**src/hw/io_cfg.svh**
```systemverilog
// Width, pin count and synchronizer depth macros for the I/O subsystem
`ifndef IO_CFG_SVH
`define IO_CFG_SVH

// Host bus
`define IO_ADDR_W 8
`define IO_DATA_W 32

// PS/2 pins, bit 0 clock and bit 1 data
`define IO_PS2_W 2

// SD card data lines
`define IO_SDC_W 4

// Flops in each input synchronizer
`define IO_SYNC_STAGES 2

`endif
```
**src/hw/io_pkg.sv**
```systemverilog
// Package with the data word type and the register index enum
`default_nettype none

`include "io_cfg.svh"

package io_pkg;

	typedef logic [`IO_DATA_W-1:0] io_data_t;

	// Register address equals its index
	typedef enum logic [2:0] {
		REG_SEG_CHAR = 3'd0,	// Digit enables
		REG_SEG_SEG  = 3'd1,	// Segment bits
		REG_PS2_OUT  = 3'd2,
		REG_PS2_DRV  = 3'd3,
		REG_PS2_IN   = 3'd4,	// Read-only
		REG_SDC_OUT  = 3'd5,
		REG_SDC_DRV  = 3'd6,
		REG_SDC_IN   = 3'd7	// Read-only
	} io_reg_e;

endpackage

`default_nettype wire

```
**src/hw/io_core.sv**
```systemverilog
// Module io_core, decode, execute and result stages of the host command path
`timescale 1ns/1ps
`default_nettype none

`include "io_cfg.svh"

module io_core (
	input  logic                  clock_i,
	input  logic                  rst_n_i,
	input  logic                  cmd_valid_i,
	input  logic                  cmd_write_i,
	input  logic [`IO_ADDR_W-1:0] cmd_addr_i,
	input  io_pkg::io_data_t      cmd_wdata_i,
	output logic                  rsp_valid_o,
	output io_pkg::io_data_t      rsp_rdata_o,
	output logic                  rsp_err_o,
	output logic [7:0]            seg_char_o,
	output logic [7:0]            seg_seg_o,
	input  logic [`IO_PS2_W-1:0]  ps2_in_i,
	output logic [`IO_PS2_W-1:0]  ps2_out_o,
	output logic [`IO_PS2_W-1:0]  ps2_drv_o,
	input  logic [`IO_SDC_W-1:0]  sdc_in_i,
	output logic [`IO_SDC_W-1:0]  sdc_out_o,
	output logic [`IO_SDC_W-1:0]  sdc_drv_o
);
	import io_pkg::*;

	logic     dec_valid;
	logic     dec_write;
	io_reg_e  dec_reg;
	io_data_t dec_wdata;
	logic     dec_err;
	logic     exe_valid;
	logic     exe_err;
	io_data_t exe_rdata;

	io_decode u_decode (	// Edge 1
		.clock_i     (clock_i),
		.rst_n_i     (rst_n_i),
		.cmd_valid_i (cmd_valid_i),
		.cmd_write_i (cmd_write_i),
		.cmd_addr_i  (cmd_addr_i),
		.cmd_wdata_i (cmd_wdata_i),
		.dec_valid_o (dec_valid),
		.dec_write_o (dec_write),
		.dec_reg_o   (dec_reg),
		.dec_wdata_o (dec_wdata),
		.dec_err_o   (dec_err)
	);

	io_execute u_execute (	// Edge 2
		.clock_i     (clock_i),
		.rst_n_i     (rst_n_i),
		.dec_valid_i (dec_valid),
		.dec_write_i (dec_write),
		.dec_reg_i   (dec_reg),
		.dec_wdata_i (dec_wdata),
		.dec_err_i   (dec_err),
		.ps2_in_i    (ps2_in_i),
		.sdc_in_i    (sdc_in_i),
		.exe_valid_o (exe_valid),
		.exe_err_o   (exe_err),
		.exe_rdata_o (exe_rdata),
		.seg_char_o  (seg_char_o),
		.seg_seg_o   (seg_seg_o),
		.ps2_out_o   (ps2_out_o),
		.ps2_drv_o   (ps2_drv_o),
		.sdc_out_o   (sdc_out_o),
		.sdc_drv_o   (sdc_drv_o)
	);

	io_result u_result (	// Edge 3
		.clock_i     (clock_i),
		.rst_n_i     (rst_n_i),
		.exe_valid_i (exe_valid),
		.exe_err_i   (exe_err),
		.exe_rdata_i (exe_rdata),
		.rsp_valid_o (rsp_valid_o),
		.rsp_rdata_o (rsp_rdata_o),
		.rsp_err_o   (rsp_err_o)
	);

endmodule

`default_nettype wire

```
**src/hw/io_result.sv**
```systemverilog
// Module io_result, response register for strobe, read data and error flag
`timescale 1ns/1ps
`default_nettype none

module io_result (
	input  logic             clock_i,
	input  logic             rst_n_i,
	input  logic             exe_valid_i,
	input  logic             exe_err_i,
	input  io_pkg::io_data_t exe_rdata_i,
	output logic             rsp_valid_o,
	output io_pkg::io_data_t rsp_rdata_o,
	output logic             rsp_err_o
);

	// Strobe is high for exactly one cycle per command
	always_ff @(posedge clock_i) begin
		if (!rst_n_i) begin
			rsp_valid_o <= 1'b0;
			rsp_err_o   <= 1'b0;
		end else begin
			rsp_valid_o <= exe_valid_i;
			if (exe_valid_i) begin
				rsp_err_o <= exe_err_i;
			end
		end
	end

	// Data keeps the last response until the next one
	always_ff @(posedge clock_i) begin
		if (exe_valid_i) begin
			rsp_rdata_o <= exe_rdata_i;
		end
	end

endmodule

`default_nettype wire

```
**src/hw/io_execute.sv**
```systemverilog
// Module io_execute, register file, pin input sampling and read data capture
`timescale 1ns/1ps
`default_nettype none

`include "io_cfg.svh"

module io_execute (
	input  logic                  clock_i,
	input  logic                  rst_n_i,
	input  logic                  dec_valid_i,
	input  logic                  dec_write_i,
	input  io_pkg::io_reg_e       dec_reg_i,
	input  io_pkg::io_data_t      dec_wdata_i,
	input  logic                  dec_err_i,
	input  logic [`IO_PS2_W-1:0]  ps2_in_i,
	input  logic [`IO_SDC_W-1:0]  sdc_in_i,
	output logic                  exe_valid_o,
	output logic                  exe_err_o,
	output io_pkg::io_data_t      exe_rdata_o,
	output logic [7:0]            seg_char_o,
	output logic [7:0]            seg_seg_o,
	output logic [`IO_PS2_W-1:0]  ps2_out_o,
	output logic [`IO_PS2_W-1:0]  ps2_drv_o,
	output logic [`IO_SDC_W-1:0]  sdc_out_o,
	output logic [`IO_SDC_W-1:0]  sdc_drv_o
);
	import io_pkg::*;

	logic [7:0]           seg_char_q;
	logic [7:0]           seg_seg_q;
	logic [`IO_PS2_W-1:0] ps2_out_q;
	logic [`IO_PS2_W-1:0] ps2_drv_q;
	logic [`IO_SDC_W-1:0] sdc_out_q;
	logic [`IO_SDC_W-1:0] sdc_drv_q;
	logic [`IO_PS2_W-1:0] ps2_sync;
	logic [`IO_SDC_W-1:0] sdc_sync;
	logic                 wr_en;
	logic                 rd_en;
	io_data_t             rd_data;

	io_pin_sync #(
		.payload_t(logic [`IO_PS2_W-1:0])
	) u_ps2_sync (
		.clock_i (clock_i),
		.rst_n_i (rst_n_i),
		.async_i (ps2_in_i),
		.sync_o  (ps2_sync)
	);

	io_pin_sync #(
		.payload_t(logic [`IO_SDC_W-1:0])
	) u_sdc_sync (
		.clock_i (clock_i),
		.rst_n_i (rst_n_i),
		.async_i (sdc_in_i),
		.sync_o  (sdc_sync)
	);

	// Errored commands have no effect
	assign wr_en = dec_valid_i && dec_write_i && !dec_err_i;
	assign rd_en = dec_valid_i && !dec_write_i && !dec_err_i;

	always_ff @(posedge clock_i) begin
		if (!rst_n_i) begin
			seg_char_q <= '0;
			seg_seg_q  <= '0;
			ps2_out_q  <= '0;
			ps2_drv_q  <= '0;	// All pads released
			sdc_out_q  <= '0;
			sdc_drv_q  <= '0;
		end else if (wr_en) begin
			case (dec_reg_i)
				REG_SEG_CHAR: seg_char_q <= dec_wdata_i[7:0];
				REG_SEG_SEG:  seg_seg_q  <= dec_wdata_i[7:0];
				REG_PS2_OUT:  ps2_out_q  <= dec_wdata_i[`IO_PS2_W-1:0];
				REG_PS2_DRV:  ps2_drv_q  <= dec_wdata_i[`IO_PS2_W-1:0];
				REG_SDC_OUT:  sdc_out_q  <= dec_wdata_i[`IO_SDC_W-1:0];
				REG_SDC_DRV:  sdc_drv_q  <= dec_wdata_i[`IO_SDC_W-1:0];
				default: ;	// Read-only, already flagged by decode
			endcase
		end
	end

	// Zero-extended read view of the selected register
	always_comb begin
		rd_data = '0;
		case (dec_reg_i)
			REG_SEG_CHAR: rd_data[7:0]           = seg_char_q;
			REG_SEG_SEG:  rd_data[7:0]           = seg_seg_q;
			REG_PS2_OUT:  rd_data[`IO_PS2_W-1:0] = ps2_out_q;
			REG_PS2_DRV:  rd_data[`IO_PS2_W-1:0] = ps2_drv_q;
			REG_PS2_IN:   rd_data[`IO_PS2_W-1:0] = ps2_sync;
			REG_SDC_OUT:  rd_data[`IO_SDC_W-1:0] = sdc_out_q;
			REG_SDC_DRV:  rd_data[`IO_SDC_W-1:0] = sdc_drv_q;
			REG_SDC_IN:   rd_data[`IO_SDC_W-1:0] = sdc_sync;
			default:      rd_data                = '0;
		endcase
	end

	always_ff @(posedge clock_i) begin
		if (!rst_n_i) begin
			exe_valid_o <= 1'b0;
			exe_err_o   <= 1'b0;
		end else begin
			exe_valid_o <= dec_valid_i;
			exe_err_o   <= dec_valid_i && dec_err_i;
		end
	end

	// Writes and errors return zero data
	always_ff @(posedge clock_i) begin
		exe_rdata_o <= rd_en ? rd_data : '0;
	end

	assign seg_char_o = seg_char_q;
	assign seg_seg_o  = seg_seg_q;
	assign ps2_out_o  = ps2_out_q;
	assign ps2_drv_o  = ps2_drv_q;
	assign sdc_out_o  = sdc_out_q;
	assign sdc_drv_o  = sdc_drv_q;

endmodule

`default_nettype wire

```
**src/hw/io_decode.sv**
```systemverilog
// Module io_decode, command register with address decode and legality check
`timescale 1ns/1ps
`default_nettype none

`include "io_cfg.svh"

module io_decode (
	input  logic                  clock_i,
	input  logic                  rst_n_i,
	input  logic                  cmd_valid_i,
	input  logic                  cmd_write_i,
	input  logic [`IO_ADDR_W-1:0] cmd_addr_i,
	input  io_pkg::io_data_t      cmd_wdata_i,
	output logic                  dec_valid_o,
	output logic                  dec_write_o,
	output io_pkg::io_reg_e       dec_reg_o,
	output io_pkg::io_data_t      dec_wdata_o,
	output logic                  dec_err_o
);
	import io_pkg::*;

	localparam int IDX_W = $bits(io_reg_e);

	io_reg_e reg_sel;
	logic    addr_bad;
	logic    ro_write;

	// Low address bits select the register directly
	assign reg_sel = io_reg_e'(cmd_addr_i[IDX_W-1:0]);

	// Anything at or above 8 is outside the map
	assign addr_bad = |cmd_addr_i[`IO_ADDR_W-1:IDX_W];

	// Pin input views cannot be written
	assign ro_write = cmd_write_i && (reg_sel == REG_PS2_IN || reg_sel == REG_SDC_IN);

	always_ff @(posedge clock_i) begin
		if (!rst_n_i) begin
			dec_valid_o <= 1'b0;
			dec_write_o <= 1'b0;
			dec_err_o   <= 1'b0;
		end else begin
			dec_valid_o <= cmd_valid_i;
			dec_write_o <= cmd_write_i;
			dec_err_o   <= addr_bad || ro_write;
		end
	end

	// Payload, qualified downstream by dec_valid_o
	always_ff @(posedge clock_i) begin
		dec_reg_o   <= reg_sel;
		dec_wdata_o <= cmd_wdata_i;
	end

endmodule

`default_nettype wire

```
**src/hw/io_pin_sync.sv**
```systemverilog
// Module io_pin_sync, multi-flop synchronizer for pad inputs
`timescale 1ns/1ps
`default_nettype none

`include "io_cfg.svh"

module io_pin_sync #(
	parameter type payload_t = logic
) (
	input  logic     clock_i,
	input  logic     rst_n_i,
	input  payload_t async_i,
	output payload_t sync_o
);

	payload_t stage_q [`IO_SYNC_STAGES];

	always_ff @(posedge clock_i) begin
		if (!rst_n_i) begin
			for (int i = 0; i < `IO_SYNC_STAGES; i++) begin
				stage_q[i] <= '0;
			end
		end else begin
			stage_q[0] <= async_i;	// First flop sees raw pad level
			for (int i = 1; i < `IO_SYNC_STAGES; i++) begin
				stage_q[i] <= stage_q[i-1];
			end
		end
	end

	assign sync_o = stage_q[`IO_SYNC_STAGES-1];

endmodule

`default_nettype wire

```
**config.mk**
```make
export PLATFORM = sky130hd
export DESIGN_NAME = io_core
export DESIGN_NICKNAME = d
export VERILOG_FILES = /design/src/hw/io_pkg.sv /design/src/hw/io_core.sv /design/src/hw/io_result.sv /design/src/hw/io_execute.sv /design/src/hw/io_decode.sv /design/src/hw/io_pin_sync.sv
export VERILOG_INCLUDE_DIRS = /design/src /design/src/hw
export SDC_FILE = /design/constraint.sdc
export NUM_CORES = 1
export LEC_CHECK = 0
export BUFFER_PORTS_ARGS = -buffer_cell sky130_fd_sc_hd__buf_2
export CAP_MARGIN = 20
export CORE_UTILIZATION = 51
export DETAILED_ROUTE_END_ITERATION = 16
export PLACE_DENSITY = 0.84
export SETUP_SLACK_MARGIN = 0.3
export SLEW_MARGIN = 20
export SYNTH_ARGS = -nofsm -noshare
export SYNTH_HDL_FRONTEND = slang
export SYNTH_SLANG_ARGS = --single-unit
```
**constraint.sdc**
```tcl
create_clock -name clock_i -period 2.75 [get_ports clock_i]
set_clock_uncertainty 0.05 [all_clocks]
set_input_delay 0.825 -clock clock_i [delete_from_list [all_inputs] [get_ports clock_i]]
set_output_delay 0.825 -clock clock_i [all_outputs]
set_load 0.03 [all_outputs]
```
==> flow_summary.yaml <==
die:
  start_util_pct: 53.9
  rows: 26
  dieHeight_um: 76.0
  core_area_mm2: 0.00517
  die_x_um: 76.0
  ioPinCount: 112
  die_area_mm2: 0.00577
final_layout:
  fill_cells: 424
  syn2layout_area_growth_pct: 15.8
  final_util_pct: 62.4
  design_area_mm2: 0.00323
  drive_gt1_share_pct: 27.5
  seq_area_mm2: 0.00156
  fin_nets: 365
  diodes: 0
  multi_input_area_mm2: 0.00106
sta:
  timing.fmax_mhz: 535
  fin_hold_ws_ns: 0.357
  rsz0062_at_grt: "no"
  slew_viol_final: 0
  period_share_pct: 68.0
  hold_viol_final: 0
  worstMarginPinSlew_ns: 0.882
  max_slew_margin_pct: 41.1
  setup-tns-final_ns: 0
  setup_viol: 0
  min_period_ns: 1.87
synthesis:
  yosys.area.top_type: "dfxtp_1"
  syn_area_mm2: 0.00279
  synth_top_area_share_pct: 47.4
  synth_cell_types: 33
  yosysSeqAreaShare_pct: 56.0
  yosys_warnings: 0
  synth_area_leaders: "dfxtp_1 47%, mux2i_1 15%, edfxtp_1 8.6%, buf_4 6.7%, nand2_1 5.2%"
  synth_cells: 251
  avgSynthCellArea_um2: 11.1
  yosys_register_bits: 74
clock_network:
  clockRootBuffer: "clkbuf_8"
  clockBufferDepth: 2
  numCtsBuffers: 9
  htree_levels: 3
  post_cts_buffers: 0
  ctsResizeCount: 0
  insertion_delay_ns: 0.34
  cts_tree: "done"
  cts.sink_count: 74
  clkTransAtPathRegs_ns: 0.08
  cts.hold.buffers_added: 0
routing:
  viasPerCell: 4.83
  vias: 1883
  drt_iter0_drc: 85
  drc: 0
  wirelength_um: 4990
  wl_per_cell_um: 12.8
  drt-pass1-iter-count: 4
  postRouteAntennaNets: 0
place:
  io_buffer_count: 63
  placed_cell_area_mm2: 0.00305
  gp_congestion: 0.738
  dp_hpwl_um: 3490
hold_path:
  holdCritStartpoint: "u_execute.exe_rdata_o[7]"
  hp-class: "register to register"
  holdPathEnd: "u_result.rsp_rdata_o[7]"
  holdPathStages: 0
critical_path:
  worstSetupPathType: "register to register"
  critPathArrivalTime_ns: 2.09
  rr_endpoint: "u_execute.sdc_out_o[1]"
  start_kind: "register"
  critPathCaptureType: "register"
  path_max_fanout: 22
  worstPathRequired_ns: 2.97
  rr_startpoint: "u_decode.dec_reg_o[0]"
  reg2reg_depth: 3
  reg2reg_slack_ns: 0.88
global_routing:
  grt_max_degree: 23
  grt_first_pass_wirelength_um: 8470
  grt.total_usage_pct: 18.9
  antenna_found_initial: 0
  grt_pass1_vias: 1843
  overflow: 0
power:
  ir_worst_vdd_mv: 0.359
  p_total_uw: 2050
  p_leak_uw: 0.00152
  power_density_mw_per_mm2: 636
run_status:
  status: "completed"
job:
  drv_cap: 0
==> routing by layer <==
layer	track usage, %	routed length (um)	vias up
met1	22.5	2150	872
li1	-	-	927
met4	11.2	143	0
met2	30.0	2430	69
met3	5.90	274	15
met5	0	0	-
==> placed cells by master (no fill, tap or decap), types with 3 or more instances in the layout <==
cell	Yosys	final
and3_1	4	4
nand2_1	39	39
conb_1	1	24
buf_2	3	63
mux2i_1	41	41
nor3b_1	3	3
nor2_1	8	8
and2_1	16	16
dfxtp_1	66	66
clkinv_2	0	3
edfxtp_1	8	8
clkbuf_8	0	9
buf_4	25	3
==> cells in the mapped netlist <==
library cell,instances
a211oi_1,2
a21boi_0,1
a21oi_1,2
a311oi_1,1
and2_1,16
and3_1,4
and4bb_4,1
buf_2,3
buf_4,25
buf_6,3
clkbuf_1,5
conb_1,1
dfxtp_1,66
edfxtp_1,8
mux2i_1,41
nand2_1,39
nand2_2,1
nand2b_1,1
nand3_1,2
nand3b_1,2
nand4b_1,1
nor2_1,8
nor2_2,1
nor2b_1,2
nor3b_1,3
nor3b_4,1
o221a_2,2
o22ai_1,2
o31a_1,2
or3_1,1
or3b_2,2
or4_1,1
xnor2_1,1
==> power by group <==
part           switching, uW  leakage [uW]  internal [uW]
registers               22.2      0.000605           1110
logic                   87.4      0.000816           38.8
clock network            384     0.0000939            408
total                    493       0.00152           1560
==> logic make-up after synthesis <==
group	count (synthesis)	synth area share, %
buf+inv	36	9.15
simple gates	86	16.3
other cells	1	0.134
flops	74	56.0
xor+xnor	1	0.314
mux	41	14.7
compound gates	12	3.36
==> worst max path at each step <==
stage | startpoint | end | slack, ns | cells past startpoint
final | u_decode.dec_reg_o[0] | u_execute.sdc_out_o[1] | 0.88 | 3
after floorplan | cmd_addr_i[4] | u_decode.dec_err_o | 0.95 | 3
after global placement | cmd_addr_i[4] | u_decode.dec_err_o | 0.81 | 4
after detailed placement | cmd_addr_i[4] | u_decode.dec_err_o | 0.77 | 4
after CTS | u_decode.dec_reg_o[0] | u_execute.sdc_out_o[1] | 0.89 | 3
after global routing | u_decode.dec_reg_o[0] | u_execute.sdc_out_o[1] | 0.74 | 3
==> worst max-delay path, stage by stage (launching register included) <==
cell      delay [ns]
dfxtp_1         0.90
nand2b_1        0.24
nor2_2          0.37
mux2i_1         0.23
==> sequential cells by signal (all words and copies together), names as in the netlist <==
signal and flops:
u_decode.dec_wdata_o 8, u_execute.ps2_drv_o 2, u_execute.seg_char_o 8, u_result.rsp_valid_o 1, u_result.rsp_err_o 1, u_decode.dec_valid_o 1, u_execute.sdc_drv_o 4, u_execute.u_sdc_sync.stage_q 8
u_execute.seg_seg_o 8, u_execute.u_ps2_sync.stage_q 4, u_execute.exe_valid_o 1, u_decode.dec_err_o 1, u_decode.dec_write_o 1, u_execute.sdc_out_o 4, u_execute.exe_rdata_o 8, u_execute.ps2_out_o 2
u_execute.exe_err_o 1, u_result.rsp_rdata_o 8, u_decode.dec_reg_o 3
==> layout make-up <==
class	instances	area share, %
repair buffers	66	10.5
clock buffers	9	3.84
flip-flops and latches	74	48.4
well taps	70	2.71
multi-input cells	164	32.8
clock inverters	7	1.86
==> per-stage QoR <==
step / worst slack [ns] / instances
finish: 0.881 / 390
global route: 0.744 / 390
CTS: 0.892 / 390
detailed placement: 0.767 / 374
global placement: 0.811 / 374
floorplan: 0.954 / 274
(Power assumes the default switching activity.)
